`config.mk`:
```
export PLATFORM = sky130hd
export DESIGN_NAME = sandInputTop
export DESIGN_NICKNAME = d
export VERILOG_FILES = /design/src/logic/sandInput_pkg.sv /design/src/logic/keyEventIf.sv /design/src/logic/ps2EventDecoder.sv /design/src/logic/eventQueue.sv /design/src/logic/inputController.sv /design/src/logic/sandInputTop.sv
export VERILOG_INCLUDE_DIRS = /design/src /design/src/logic
export SDC_FILE = /design/constraint.sdc
export NUM_CORES = 1
export LEC_CHECK = 0
export ABC_AREA = 0
export BUFFER_PORTS_ARGS = -buffer_cell sky130_fd_sc_hd__buf_2
export CAP_MARGIN = 20
export CORE_ASPECT_RATIO = 1.5
export CORE_MARGIN = 5
export CORE_UTILIZATION = 59
export DETAILED_ROUTE_END_ITERATION = 7
export GPL_ROUTABILITY_DRIVEN = 0
export HOLD_SLACK_MARGIN = 0.12
export PLACE_DENSITY = 0.92
export SLEW_MARGIN = 20
export SYNTH_ARGS = -nofsm -noshare
export SYNTH_HDL_FRONTEND = slang
export SYNTH_SLANG_ARGS = --single-unit
```
`constraint.sdc`:
```
create_clock -name iCLK -period 4.9 [get_ports iCLK]
set_clock_uncertainty 0.15 [all_clocks]
set_input_delay 1.47 -clock iCLK [delete_from_list [all_inputs] [get_ports iCLK]]
set_output_delay 1.47 -clock iCLK [all_outputs]
set_load 0.01 [all_outputs]
```
`src/logic/sandInput_macros.svh`:
```
// Sand game input front end constants
// Screen geometry, cursor limits, queue depth and PS/2 prefixes
`ifndef SANDINPUT_MACROS_SVH
`define SANDINPUT_MACROS_SVH

// Visible screen in pixels
`define SCREEN_WIDTH 640
`define SCREEN_HEIGHT 480

// Cursor position after reset
`define CURSOR_HOME_X 320
`define CURSOR_HOME_Y 240

// Largest cursor size
`define CURSOR_SIZE_MAX 15

// Key events buffered between decoder and controller
`define EVENT_QUEUE_DEPTH 4

// PS/2 set-2 prefix bytes
`define PREFIX_BREAK 8'hF0
`define PREFIX_EXTENDED 8'hE0

`endif

```
`src/logic/sandInput_pkg.sv`:
```
// Sand game input front end types
// Particle types, set-2 scan codes and the decoded key event
`default_nettype none

package sandInput_pkg;

    // Particle types selectable as the cursor color
    typedef enum logic [3:0] {
        ptBlank    = 4'd0,
        ptFire     = 4'd1,
        ptTorch    = 4'd2,
        ptWater    = 4'd3,
        ptSand     = 4'd4,
        ptOil      = 4'd5,
        ptSalt     = 4'd6,
        ptConcrete = 4'd7,
        ptWall     = 4'd8,
        ptPlant    = 4'd9,
        ptWax      = 4'd10,
        ptSpout    = 4'd11
    } particle_t;

    // Set-2 make codes used by the game
    // Arrows share keypad codes and need the extended flag
    typedef enum logic [7:0] {
        scEscape = 8'h76,
        sc1      = 8'h16,
        sc2      = 8'h1E,
        sc3      = 8'h26,
        sc4      = 8'h25,
        scMinus  = 8'h4E,
        scEquals = 8'h55,
        scT      = 8'h2C,
        scP      = 8'h4D,
        scA      = 8'h1C,
        scS      = 8'h1B,
        scD      = 8'h23,
        scF      = 8'h2B,
        scG      = 8'h34,
        scH      = 8'h33,
        scZ      = 8'h1A,
        scX      = 8'h22,
        scC      = 8'h21,
        scV      = 8'h2A,
        scB      = 8'h32,
        scN      = 8'h31,
        scSpace  = 8'h29,
        scLeft   = 8'h6B,
        scRight  = 8'h74,
        scUp     = 8'h75,
        scDown   = 8'h72
    } scanCode_t;

    // One key action after prefix folding
    typedef struct packed {
        logic       extended;
        logic       released;
        logic [7:0] code;
    } keyEvent_t;

endpackage

`default_nettype wire

```
`src/logic/keyEventIf.sv`:
```
// Key event channel
// Valid/ready handshake carrying one decoded key event
`default_nettype none

interface keyEventIf;

    logic                     valid;
    logic                     ready;
    // Named keyEvent since event is a reserved word
    sandInput_pkg::keyEvent_t keyEvent;

    // Source side drives valid and payload
    modport producer (output valid, output keyEvent, input ready);

    // Sink side drives ready
    modport consumer (input valid, input keyEvent, output ready);

endinterface

`default_nettype wire

```
`src/logic/ps2EventDecoder.sv`:
```
// PS/2 scan byte decoder
// Folds F0 and E0 prefixes into a single key event per key action
`default_nettype none
`include "sandInput_macros.svh"

module ps2EventDecoder (
    input  wire         iCLK,
    input  wire         iRESET,
    input  wire         scanValid,
    input  wire  [7:0]  scanByte,
    output logic        scanReady,
    keyEventIf.producer out
);

    logic breakSeen;
    logic extendedSeen;
    logic takeByte;
    logic isBreak;
    logic isExtended;

    // Output register free when empty or draining this cycle
    assign scanReady = !out.valid || out.ready;
    assign takeByte = scanValid && scanReady;

    assign isBreak = (scanByte == `PREFIX_BREAK);
    assign isExtended = (scanByte == `PREFIX_EXTENDED);

    // Prefix flags and output valid
    always_ff @(posedge iCLK) begin
        if (iRESET) begin
            out.valid <= 1'b0;
            breakSeen <= 1'b0;
            extendedSeen <= 1'b0;
        end else begin
            // Consumed event leaves the register
            if (out.ready) begin
                out.valid <= 1'b0;
            end
            if (takeByte) begin
                if (isBreak) begin
                    breakSeen <= 1'b1;
                end else if (isExtended) begin
                    extendedSeen <= 1'b1;
                end else begin
                    // Final byte closes the sequence
                    out.valid <= 1'b1;
                    breakSeen <= 1'b0;
                    extendedSeen <= 1'b0;
                end
            end
        end
    end

    // Event payload, loaded with the final byte
    always_ff @(posedge iCLK) begin
        if (takeByte && !isBreak && !isExtended) begin
            out.keyEvent <= '{
                extended: extendedSeen,
                released: breakSeen,
                code:     scanByte
            };
        end
    end

endmodule

`default_nettype wire

```
`src/logic/eventQueue.sv`:
```
// Synchronous FIFO for handshake payloads
// Head entry sits in an output register, rest in a circular buffer
`default_nettype none

module eventQueue #(
    parameter type payload_t = sandInput_pkg::keyEvent_t,
    parameter int  DEPTH     = 4
) (
    input  wire         iCLK,
    input  wire         iRESET,
    keyEventIf.consumer in,
    keyEventIf.producer out
);

    localparam int PTR_W = $clog2(DEPTH);
    localparam int CNT_W = $clog2(DEPTH + 1);

    payload_t         mem [DEPTH];
    payload_t         headData;
    logic [PTR_W-1:0] rdPtr;
    logic [PTR_W-1:0] wrPtr;
    logic [CNT_W-1:0] count;
    logic             doWrite;
    logic             slotOpen;
    logic             bypass;
    logic             doRead;
    logic             toMem;

    assign in.ready = (count != CNT_W'(DEPTH));
    assign doWrite = in.valid && in.ready;

    // Output register can take a new head
    assign slotOpen = !out.valid || out.ready;
    // Empty buffer, incoming word goes straight to the head
    assign bypass = doWrite && slotOpen && (count == '0);
    assign doRead = slotOpen && (count != '0);
    assign toMem = doWrite && !bypass;

    assign out.keyEvent = headData;

    always_ff @(posedge iCLK) begin
        if (iRESET) begin
            rdPtr <= '0;
            wrPtr <= '0;
            count <= '0;
            out.valid <= 1'b0;
        end else begin
            if (toMem) begin
                wrPtr <= wrPtr + 1'b1;
            end
            if (doRead) begin
                rdPtr <= rdPtr + 1'b1;
            end
            count <= count + CNT_W'(toMem) - CNT_W'(doRead);
            if (slotOpen) begin
                out.valid <= doRead || bypass;
            end
        end
    end

    // Storage and head data
    always_ff @(posedge iCLK) begin
        if (toMem) begin
            mem[wrPtr] <= in.keyEvent;
        end
        if (doRead) begin
            headData <= mem[rdPtr];
        end else if (bypass) begin
            headData <= in.keyEvent;
        end
    end

endmodule

`default_nettype wire

```
`src/logic/inputController.sv`:
```
// User input controller
// Collects key events between frames and applies them at each frame pulse
// Switch 16 selects board switches and buttons instead of the keyboard
`default_nettype none
`include "sandInput_macros.svh"

module inputController (
    input  wire                      iCLK,
    input  wire                      iRESET,
    input  wire                      newFrame,
    input  wire  [17:0]              switches,
    input  wire  [3:0]               keys,
    keyEventIf.consumer              events,
    output sandInput_pkg::particle_t cursorColor,
    output logic [3:0]               cursorSize,
    output logic [9:0]               cursorX,
    output logic [9:0]               cursorY,
    output logic                     cursorDraw,
    output logic [2:0]               faucetSand,
    output logic [2:0]               faucetWater,
    output logic [2:0]               faucetSalt,
    output logic [2:0]               faucetOil,
    output logic                     frameReset,
    output logic                     frameHold,
    output logic                     trollBegin
);

    sandInput_pkg::keyEvent_t ev;
    sandInput_pkg::particle_t chosenColor;
    sandInput_pkg::particle_t letterColor;
    sandInput_pkg::particle_t nextColor;
    logic        byBoard;
    logic        accept;
    logic        plainMake;
    logic        letterHit;
    logic [17:0] prevSwitches;
    logic        pressReset, pressSand, pressWater, pressSalt, pressOil;
    logic        pressMinus, pressPlus, pressTroll, pressPause;
    logic        holdSpace, holdLeft, holdRight, holdUp, holdDown;
    logic        goLeft, goRight, goUp, goDown;
    logic [3:0]  faucetBump;
    logic [3:0]  nextSize;
    logic        nextReset, nextTroll, nextHold, nextDraw;

    // Stall the queue on the frame pulse so no event straddles the update
    assign events.ready = !newFrame;
    assign accept = events.valid && events.ready;
    assign ev = events.keyEvent;
    assign plainMake = accept && !ev.released && !ev.extended;
    assign byBoard = switches[16];

    // Letter keys to particle type
    always_comb begin
        letterHit = 1'b1;
        case (ev.code)
            sandInput_pkg::scA: letterColor = sandInput_pkg::ptBlank;
            sandInput_pkg::scS: letterColor = sandInput_pkg::ptFire;
            sandInput_pkg::scD: letterColor = sandInput_pkg::ptTorch;
            sandInput_pkg::scF: letterColor = sandInput_pkg::ptWater;
            sandInput_pkg::scG: letterColor = sandInput_pkg::ptSand;
            sandInput_pkg::scH: letterColor = sandInput_pkg::ptOil;
            sandInput_pkg::scZ: letterColor = sandInput_pkg::ptSalt;
            sandInput_pkg::scX: letterColor = sandInput_pkg::ptConcrete;
            sandInput_pkg::scC: letterColor = sandInput_pkg::ptWall;
            sandInput_pkg::scV: letterColor = sandInput_pkg::ptPlant;
            sandInput_pkg::scB: letterColor = sandInput_pkg::ptWax;
            sandInput_pkg::scN: letterColor = sandInput_pkg::ptSpout;
            default: begin
                letterHit = 1'b0;
                letterColor = sandInput_pkg::ptBlank;
            end
        endcase
    end

    // Press flags, cleared once the frame has used them
    always_ff @(posedge iCLK) begin
        if (iRESET || newFrame) begin
            {pressReset, pressSand, pressWater, pressSalt, pressOil} <= '0;
            {pressMinus, pressPlus, pressTroll, pressPause} <= '0;
        end else if (plainMake) begin
            case (ev.code)
                sandInput_pkg::scEscape: pressReset <= 1'b1;
                sandInput_pkg::sc1:      pressSand <= 1'b1;
                sandInput_pkg::sc2:      pressWater <= 1'b1;
                sandInput_pkg::sc3:      pressSalt <= 1'b1;
                sandInput_pkg::sc4:      pressOil <= 1'b1;
                sandInput_pkg::scMinus:  pressMinus <= 1'b1;
                sandInput_pkg::scEquals: pressPlus <= 1'b1;
                sandInput_pkg::scT:      pressTroll <= 1'b1;
                sandInput_pkg::scP:      pressPause <= 1'b1;
                default: ;
            endcase
        end
    end

    // Last chosen color persists across frames
    always_ff @(posedge iCLK) begin
        if (iRESET) begin
            chosenColor <= sandInput_pkg::ptBlank;
        end else if (plainMake && letterHit) begin
            chosenColor <= letterColor;
        end
    end

    // Held keys follow make and break events
    always_ff @(posedge iCLK) begin
        if (iRESET) begin
            {holdSpace, holdLeft, holdRight, holdUp, holdDown} <= '0;
        end else if (accept) begin
            if (!ev.extended && ev.code == sandInput_pkg::scSpace) begin
                holdSpace <= !ev.released;
            end
            if (ev.extended) begin
                case (ev.code)
                    sandInput_pkg::scLeft:  holdLeft <= !ev.released;
                    sandInput_pkg::scRight: holdRight <= !ev.released;
                    sandInput_pkg::scUp:    holdUp <= !ev.released;
                    sandInput_pkg::scDown:  holdDown <= !ev.released;
                    default: ;
                endcase
            end
        end
    end

    // Next-frame values for the selected input mode
    always_comb begin
        if (byBoard) begin
            goLeft = keys[0];
            goRight = keys[3];
            goUp = keys[2];
            goDown = keys[1];
            // Rising switch 6 bumps the faucet picked by switches 5:4
            faucetBump = (switches[6] && !prevSwitches[6]) ? (4'b0001 << switches[5:4]) : 4'b0000;
            nextSize = switches[11:8];
            nextColor = sandInput_pkg::particle_t'(switches[3:0]);
            nextDraw = switches[17];
            nextHold = switches[14];
            // Commands fire only on the frame the combination closes
            nextReset = (&switches[16:14]) && !(&prevSwitches[16:14]);
            nextTroll = (&{switches[16:15], switches[13]})
                && !(&{prevSwitches[16:15], prevSwitches[13]});
        end else begin
            goLeft = holdLeft;
            goRight = holdRight;
            goUp = holdUp;
            goDown = holdDown;
            faucetBump = {pressOil, pressSalt, pressWater, pressSand};
            // Plus wins when both size keys arrive in one frame
            if (pressPlus && cursorSize != 4'(`CURSOR_SIZE_MAX)) begin
                nextSize = cursorSize + 4'd1;
            end else if (pressMinus && cursorSize != 4'd0) begin
                nextSize = cursorSize - 4'd1;
            end else begin
                nextSize = cursorSize;
            end
            nextColor = chosenColor;
            nextDraw = holdSpace;
            nextHold = frameHold ^ pressPause;
            nextReset = pressReset;
            nextTroll = pressTroll;
        end
    end

    // Frame update of every output
    always_ff @(posedge iCLK) begin
        if (iRESET) begin
            prevSwitches <= '0;
            cursorColor <= sandInput_pkg::ptBlank;
            cursorSize <= 4'd0;
            cursorX <= 10'(`CURSOR_HOME_X);
            cursorY <= 10'(`CURSOR_HOME_Y);
            cursorDraw <= 1'b0;
            {faucetSand, faucetWater, faucetSalt, faucetOil} <= {4{3'd1}};
            frameReset <= 1'b0;
            frameHold <= 1'b0;
            trollBegin <= 1'b0;
        end else if (newFrame) begin
            prevSwitches <= switches;
            cursorColor <= nextColor;
            cursorSize <= nextSize;
            cursorDraw <= nextDraw;
            frameReset <= nextReset;
            frameHold <= nextHold;
            trollBegin <= nextTroll;
            // Faucet sizes wrap at 8
            faucetSand <= faucetSand + {2'b00, faucetBump[0]};
            faucetWater <= faucetWater + {2'b00, faucetBump[1]};
            faucetSalt <= faucetSalt + {2'b00, faucetBump[2]};
            faucetOil <= faucetOil + {2'b00, faucetBump[3]};
            // One pixel per frame, stop at edges, opposing keys cancel
            if (goLeft && !goRight && cursorX != 10'd0) begin
                cursorX <= cursorX - 10'd1;
            end else if (goRight && !goLeft && cursorX != 10'(`SCREEN_WIDTH - 1)) begin
                cursorX <= cursorX + 10'd1;
            end
            if (goUp && !goDown && cursorY != 10'd0) begin
                cursorY <= cursorY - 10'd1;
            end else if (goDown && !goUp && cursorY != 10'(`SCREEN_HEIGHT - 1)) begin
                cursorY <= cursorY + 10'd1;
            end
        end
    end

endmodule

`default_nettype wire

```
`src/logic/sandInputTop.sv`:
```
// Sand game input front end
// PS/2 byte decoder, key event queue and per-frame input controller
`default_nettype none
`include "sandInput_macros.svh"

module sandInputTop (
    input  wire                      iCLK,
    input  wire                      iRESET,
    input  wire                      scanValid,
    input  wire  [7:0]               scanByte,
    output logic                     scanReady,
    input  wire                      newFrame,
    input  wire  [17:0]              switches,
    input  wire  [3:0]               keys,
    output sandInput_pkg::particle_t cursorColor,
    output logic [3:0]               cursorSize,
    output logic [9:0]               cursorX,
    output logic [9:0]               cursorY,
    output logic                     cursorDraw,
    output logic [2:0]               faucetSand,
    output logic [2:0]               faucetWater,
    output logic [2:0]               faucetSalt,
    output logic [2:0]               faucetOil,
    output logic                     frameReset,
    output logic                     frameHold,
    output logic                     trollBegin
);

    // Decoder to queue, queue to controller
    keyEventIf decodedIf ();
    keyEventIf queuedIf ();

    ps2EventDecoder u_ps2EventDecoder (
        .iCLK      (iCLK),
        .iRESET    (iRESET),
        .scanValid (scanValid),
        .scanByte  (scanByte),
        .scanReady (scanReady),
        .out       (decodedIf.producer)
    );

    // Absorbs the controller stall on frame pulses
    eventQueue #(
        .payload_t (sandInput_pkg::keyEvent_t),
        .DEPTH     (`EVENT_QUEUE_DEPTH)
    ) u_eventQueue (
        .iCLK   (iCLK),
        .iRESET (iRESET),
        .in     (decodedIf.consumer),
        .out    (queuedIf.producer)
    );

    inputController u_inputController (
        .iCLK        (iCLK),
        .iRESET      (iRESET),
        .newFrame    (newFrame),
        .switches    (switches),
        .keys        (keys),
        .events      (queuedIf.consumer),
        .cursorColor (cursorColor),
        .cursorSize  (cursorSize),
        .cursorX     (cursorX),
        .cursorY     (cursorY),
        .cursorDraw  (cursorDraw),
        .faucetSand  (faucetSand),
        .faucetWater (faucetWater),
        .faucetSalt  (faucetSalt),
        .faucetOil   (faucetOil),
        .frameReset  (frameReset),
        .frameHold   (frameHold),
        .trollBegin  (trollBegin)
    );

endmodule

`default_nettype wire

```
-- After elaboration in Yosys (flattened, before gate mapping)
Memory sizes are Yosys's and may differ from the RTL's. A register that Yosys moved wholly into a read port is not among the register bits.
Cells that the tools add are included.
- flip-flop bits (word level): 110
- memories kept: 1
- output and inout port bits: 45
- RAM bits: 40
- bits of input ports: 34
- memory list (name ; words ; width ; read ports ; clocked after Yosys merged registers in ; wr ports ; RTL line ; RTL):
    u_eventQueue.mem ; 4 ; 10 ; 1 ; 1 ; 1 ; eventQueue.sv:18 ; payload_t mem [DEPTH];
- bitwise gates (word level): 2
- add/sub/neg operators: 14
- shifts and indexed selects: 1
- reduce and logical (&&, ||, !) cells: 78
- multiplexer cells: 33
- eq/ne operators: 33
- operator list (cell ; count):
    8-bit by 6-bit == test with 1-bit output (second input constant) ; 13
    8-bit by 7-bit == test with 1-bit output (second input constant) ; 8
    10-bit 2-to-1 mux ; 6
    4-bit case mux with 11 select lines ; 1
    8-bit by 5-bit == test with 1-bit output (second input constant) ; 5
    2-bit AND reduction ; 15
    1-bit logical AND ; 26
    4-bit 2-to-1 mux ; 6
    3-bit AND reduction ; 8
    10-bit by 1-bit adder with 10-bit output (second input constant) ; 2
    10-bit nonzero test ; 2
    10-bit by 1-bit subtractor with 10-bit output (second input constant) ; 2
    1-bit 2-to-1 mux ; 18
    8-bit == test (second input constant) ; 2
    3-bit by 1-bit adder with 3-bit output ; 5
    1-bit zero test ; 15
    12-bit OR reduction ; 1
    10-bit inequality test (second input constant) ; 1
    10-bit by 9-bit inequality test with 1-bit output (second input constant) ; 1
    2-bit nonzero test ; 3
    3-bit nonzero test ; 2
    2-bit by 1-bit adder with 2-bit output (second input constant) ; 2
    4-bit by 1-bit adder with 4-bit output (second input constant) ; 1
    1-bit logical OR ; 4
    other kinds (11) ; 12

-- Logic depth before layout (Yosys ltp)
- word-level depth: 8
- mapped depth: 11
- depth with buffers taken out: 10

-- By module
Synthesis repeated with hierarchy kept, for this count alone.
- cells, all modules: 628
- area, all modules: 7000.5 µm²
- modules (own cells, without submodules) (module ; cells an instance ; instances ; area each (µm²)):
    inputController ; 473 ; 1 ; 4154.0
    eventQueue ; 131 ; 1 ; 2418.6
    ps2EventDecoder ; 24 ; 1 ; 427.9

-- Worst setup path before layout
OpenSTA, ideal clock, no wires.
- path kind: input-to-reg
- from: in switches[16]
- to: reg u_inputController.cursorX[9]
- library setup time: 0.121 ns
- arrival time: 3.720 ns
- cell stages on the path: 10
- setup slack: 0.909 ns
- cells stage by stage: buf_6 -> o32a_1 -> a31oi_4 -> ha_1 -> a21o_1 -> a21oi_1 -> a21oi_1 -> o22a_1 -> mux2_2 -> mux2_4
- longest elaborated chain between the ends: 6
- elaborated cells between the ends (all ways): 11
- classes of those cells: mux (3); reduce/logical (8)
- RTL lines (element ; RTL line ; RTL):
    start: declaration ; sandInputTop.sv:13 ; input wire [17:0] switches,
    1-bit 2-to-1 mux ; inputController.sv:127 ; if (byBoard) begin
    1-bit zero test, on equally long branches ; inputController.sv:193, inputController.sv:191 ;
    1-bit logical AND, on equally long branches (2 in series) ; inputController.sv:193, inputController.sv:191 ;
    2-bit nonzero test (no line) ; n/a ;
    2-bit AND reduction (no line) ; n/a ;
    end signal: assignment ; inputController.sv:170 ; cursorX <= 10'(`CURSOR_HOME_X);
    end signal: assignment ; inputController.sv:192 ; cursorX <= cursorX - 10'd1;
    end signal: assignment ; inputController.sv:194 ; cursorX <= cursorX + 10'd1;
    end: declaration ; inputController.sv:16 ; output logic [9:0] cursorX,
Parallel ways exist; a longest one is shown, timed or not.
A chain may end at the register's enable or synchronous reset.

-- Worst setup path after layout
- from: in switches[16]
- to: reg u_inputController.cursorY[9]
- longest elaborated chain between the ends: 6
- elaborated cells between the ends (all ways): 11
- classes of those cells: mux (3); reduce/logical (8)
- RTL lines (element ; RTL line ; RTL):
    1-bit 2-to-1 mux ; inputController.sv:127 ;
    1-bit zero test, on equally long branches ; inputController.sv:198, inputController.sv:196 ;
    1-bit logical AND, on equally long branches (2 in series) ; inputController.sv:198, inputController.sv:196 ;
    2-bit nonzero test (no line) ; n/a ;
    2-bit AND reduction (no line) ; n/a ;
    end signal: assignment ; inputController.sv:171 ; cursorY <= 10'(`CURSOR_HOME_Y);
    end signal: assignment ; inputController.sv:197 ; cursorY <= cursorY - 10'd1;
    end signal: assignment ; inputController.sv:199 ; cursorY <= cursorY + 10'd1;
    end: declaration ; inputController.sv:17 ; output logic [9:0] cursorY,
Parallel ways exist; a longest one is shown, timed or not.

==> run_results.csv <==
group,metric,value,unit
die,die_h,141,µm
sta,worst_slew_pin_slew,987,ps
clock_network,worst_skew_pair.late_latency,420,ps
die,placeableCoreArea,11400,µm²
clock_network,max-clock-path-buffers,2,
global_routing,antenna_found_initial,0,
die,io_pins,79,
sta,setup_repair_after_global_routing_missed_its_margin,"no",
worst_setup_path,crit_arrival,4070,ps
die,rows,48,
finish,fin_util,68.5,%
clock_network,clockRootBuffer,"sky130_fd_sc_hd__clkbuf_16",
global_routing,largest_net_degree_at_the_start_of_global_routing,40,
status,run_status,"finished clean",
finish,areaGrowthSynthToFinish,14.9,%
synthesis,seq_area_frac_synth,50.1,%
flow_run,cap_viol_max_count,0,
finish,inserted_diodes,0,
pwr,seq_power_share,46.2,%
pwr,leakagePower,3.17,nW
finish,final_layout_size_suffix_gt1_share,19.4,%
synthesis,postSynthNetCount,692,
clock_network,clkTransAtPathRegs,60,ps
placed_design,dpl_worst_slack,600,ps
synthesis,synthFlopType,"sky130_fd_sc_hd__dfxtp_1",
pwr,netSwitchingFraction,30.9,%
placed_design,placed_area,7270,µm²
drt,final_antenna_net_count,0,
synthesis,synth_async_sr_flop_share,0,%
sta,final_min_period_over_clock_period,79.9,%
drt,avgViaCountPerCell,6.05,
worst_setup_path,slowest_stage_cell_crit_path,"sky130_fd_sc_hd__o32a_1",
pwr,intPower,2.35,mW
synthesis,synth_enable_flop_cells,60,
finish,final_design_area_no_fill,7810,µm²
synthesis,synthDistinctLibCells,65,
global_routing,grt_pass1_vias,5376,
clock_network,numClockSinks,140,
clock_network,postCtsResizedCells,0,
pwr,p_total,3.40,mW
global_routing,globalRouteTotalUtil,22.7,%
sta,slew_headroom,34.2,%
clock_network,cts_hold_buf,0,
sta,achievable-frequency,255,MHz
pwr,comb_power_share,20.0,%
sta,fin_crit,3920,ps
sta,fin_hold_ws,297,ps
worst_setup_path,type_of_the_setup_path_with_the_least_slack,"in2reg",
die,horizontal_extent_of_the_die,97.6,µm
die,die_area,13800,µm²
global_routing,globalRoute.totalOverflow,0,
drt,drtPass1Iterations,5,
finish,finish.cell_count_without_fillers,857,
worst_setup_path,worst_ep_required_time,5050,ps
clock_network,post_cts.repair.setup_buffers,0,
worst_setup_path,setup.worst_path.end_class,"flip-flop",
clock_network,tritoncts.num_buffers,17,
sta,timing_hold_violations_final,0,
worst_setup_path,worstPathCellList,"buf_2 > buf_4 > o32a_1 > nor2_1 > buf_4 > ha_1 > a211oi_1 > o21ai_0 > a41oi_1 > mux2i_1 > xor2_1 > nor2_1",
clock_network,clock_tree_from_tritoncts,"yes",
pwr,power_frac_clock,33.8,%
global_routing,first_pass_grt_wire_length,25300,µm
finish,layout.nets,764,
worst_hold_path,min_path_type,"reg2reg",
worst_setup_path,crit_path_max_fanout,28,
sta,setup_viol,0,
worst_setup_path,critical_path.startpoint_type,"primary input",
drt,drt_wl_total,15200,µm
placed_design,place.detailed.instances,825,
synthesis,synth_area_per_cell,10.9,µm²
synthesis,synthesis.area,6800,µm²
synthesis,synth_top_area_share,26.5,%
clock_network,htree_levels,4,
synthesis,postSynthRegisterBits,140,
pwr,p_per_area,435,nW/µm²
die,floorplan.initialDensity,59.6,%
drt,detailedRoute.firstIterationViolations,278,
synthesis,netlist_top_cells_area,"sky130_fd_sc_hd__edfxtp_1 27%, sky130_fd_sc_hd__dfxtp_1 24%, sky130_fd_sc_hd__ha_1 5.9%",
pwr,net-switching-power,1.05,mW
placed_design,dp_hpwl,10900,µm
placed_design,io_buffers,76,
synthesis,synth-warning-count,0,
drt,detail_route.wl_per_cell,17.8,µm
synthesis,netlist_instances,622,
worst_setup_path,cpPeakStageDelay,410,ps
drt,routed-via-count,5188,
synthesis,yosysTopAreaCell,"sky130_fd_sc_hd__edfxtp_1",
sta,setup_total_negative_slack,0,ps
pwr,peakVddDrop,0.000338,V
sta,drv_slew,0,
drt,drc,0,
sta,postLayoutSetupSlackWorst,983,ps
logic make-up (layout without fill, tap and decap cells):
logic type | count (synthesis) | count (layout) | share of synthesized area [%]
compound gates | 113 | 113 | 11.3
xor+xnor | 27 | 27 | 3.48
fa+ha+maj | 36 | 36 | 7.07
buf+inv | 48 | 133 | 3.00
flops | 140 | 140 | 50.1
mux | 59 | 59 | 10.8
simple gates | 199 | 199 | 14.3
state kept, by name (all words and copies together) (netlist names), 3 cells and up, named ones only:
name	count
u_inputController.faucetOil	3
u_inputController.faucetWater	3
u_eventQueue.count	3
u_inputController.cursorSize	4
u_inputController.faucetSand	3
u_inputController.prevSwitches	5
u_eventQueue.mem	40
u_inputController.cursorX	10
u_inputController.chosenColor	4
u_inputController.cursorColor	4
u_ps2EventDecoder.out.keyEvent	10
u_inputController.faucetSalt	3
u_inputController.cursorY	10
u_eventQueue.out.keyEvent	10
layout by cell type (no fill, tap or decap), drive strengths merged, types with 10 or more instances in the layout:
cell type,count
nand2b,10
edfxtp,60
nor2,81
a211oi,13
xor2,12
ha,32
o21ai,19
nand4,12
clkbuf,19
nor4,12
mux4,10
dfxtp,80
xnor2,15
inv,21
mux2,12
buf,81
a21oi,27
nand2,39
mux2i,37
cell type report:
type                       count  area [µm²]
clock buffer                  19         443
sequential                   140        3400
inverter                      20        75.1
timing repair buffer          81         418
tap                          150         188
fill                         800        3600
clock inverter                13        93.8
multi-input combinational    434        3190
metal layers:
layer / vias to the layer above / routed length [µm] / GRT usage (%)
li1: 2438 / - / -
met1: 2475 / 5540 / 23.7
met2: 217 / 8250 / 41.8
met3: 58 / 850 / 4.87
met4: 0 / 605 / 12.8
met5: - / 0 / 0
final timing paths:
path / start / end / slack, ps / cells after the start
max: switches[16] / u_inputController.cursorY[9] / 980 / 12
max reg2reg: u_inputController.cursorX[0] / u_inputController.cursorX[9] / 1790 / 9
min: u_ps2EventDecoder.extendedSeen / u_ps2EventDecoder.out.keyEvent[9] / 300 / 0
min reg2reg: u_ps2EventDecoder.extendedSeen / u_ps2EventDecoder.out.keyEvent[9] / 300 / 0
power groups by stage:
stage	Clock (mW)	Sequential, mW	Combinational [mW]
after floorplan	0	1.47	0.600
after global placement	0	1.57	0.617
after detailed placement	0	1.58	0.671
after CTS	1.16	1.56	0.683
after global routing	1.21	1.59	0.748
final	1.15	1.57	0.681
worst max-delay path, delay by kind of cell:
kind	cells	cell delay (ps)
AO/OA/AOI/OAI	4	1210
multiplexers	1	230
XOR/XNOR	1	190
buffers and inverters	3	520
adder cells (fa/ha/maj)	1	270
AND/OR/NAND/NOR	2	160
synth_stat cells, types with 3 or more instances:
cell type and n:
sky130_fd_sc_hd__nor2b_1 7, sky130_fd_sc_hd__buf_1 4, sky130_fd_sc_hd__a21oi_1 27, sky130_fd_sc_hd__mux2_2 11, sky130_fd_sc_hd__o21ai_0 17, sky130_fd_sc_hd__nand2_1 39, sky130_fd_sc_hd__edfxtp_1 60, sky130_fd_sc_hd__clkbuf_1 14
sky130_fd_sc_hd__and3_1 3, sky130_fd_sc_hd__o21bai_1 3, sky130_fd_sc_hd__nand4_1 12, sky130_fd_sc_hd__xor2_1 12, sky130_fd_sc_hd__ha_1 32, sky130_fd_sc_hd__nand4b_1 3, sky130_fd_sc_hd__buf_2 7, sky130_fd_sc_hd__nor3_1 8
sky130_fd_sc_hd__inv_1 19, sky130_fd_sc_hd__fa_1 4, sky130_fd_sc_hd__a211oi_1 13, sky130_fd_sc_hd__and2_1 5, sky130_fd_sc_hd__a21o_1 7, sky130_fd_sc_hd__dfxtp_1 80, sky130_fd_sc_hd__nor4_1 12, sky130_fd_sc_hd__nand2b_1 10
sky130_fd_sc_hd__mux4_2 10, sky130_fd_sc_hd__nor2_1 81, sky130_fd_sc_hd__xnor2_1 15, sky130_fd_sc_hd__mux2i_1 37, sky130_fd_sc_hd__nand3_1 7, sky130_fd_sc_hd__o32ai_1 3, sky130_fd_sc_hd__a31oi_1 7, sky130_fd_sc_hd__o22ai_1 4
sky130_fd_sc_hd__a41oi_1 3
Power figures use the tool's default switching activity.
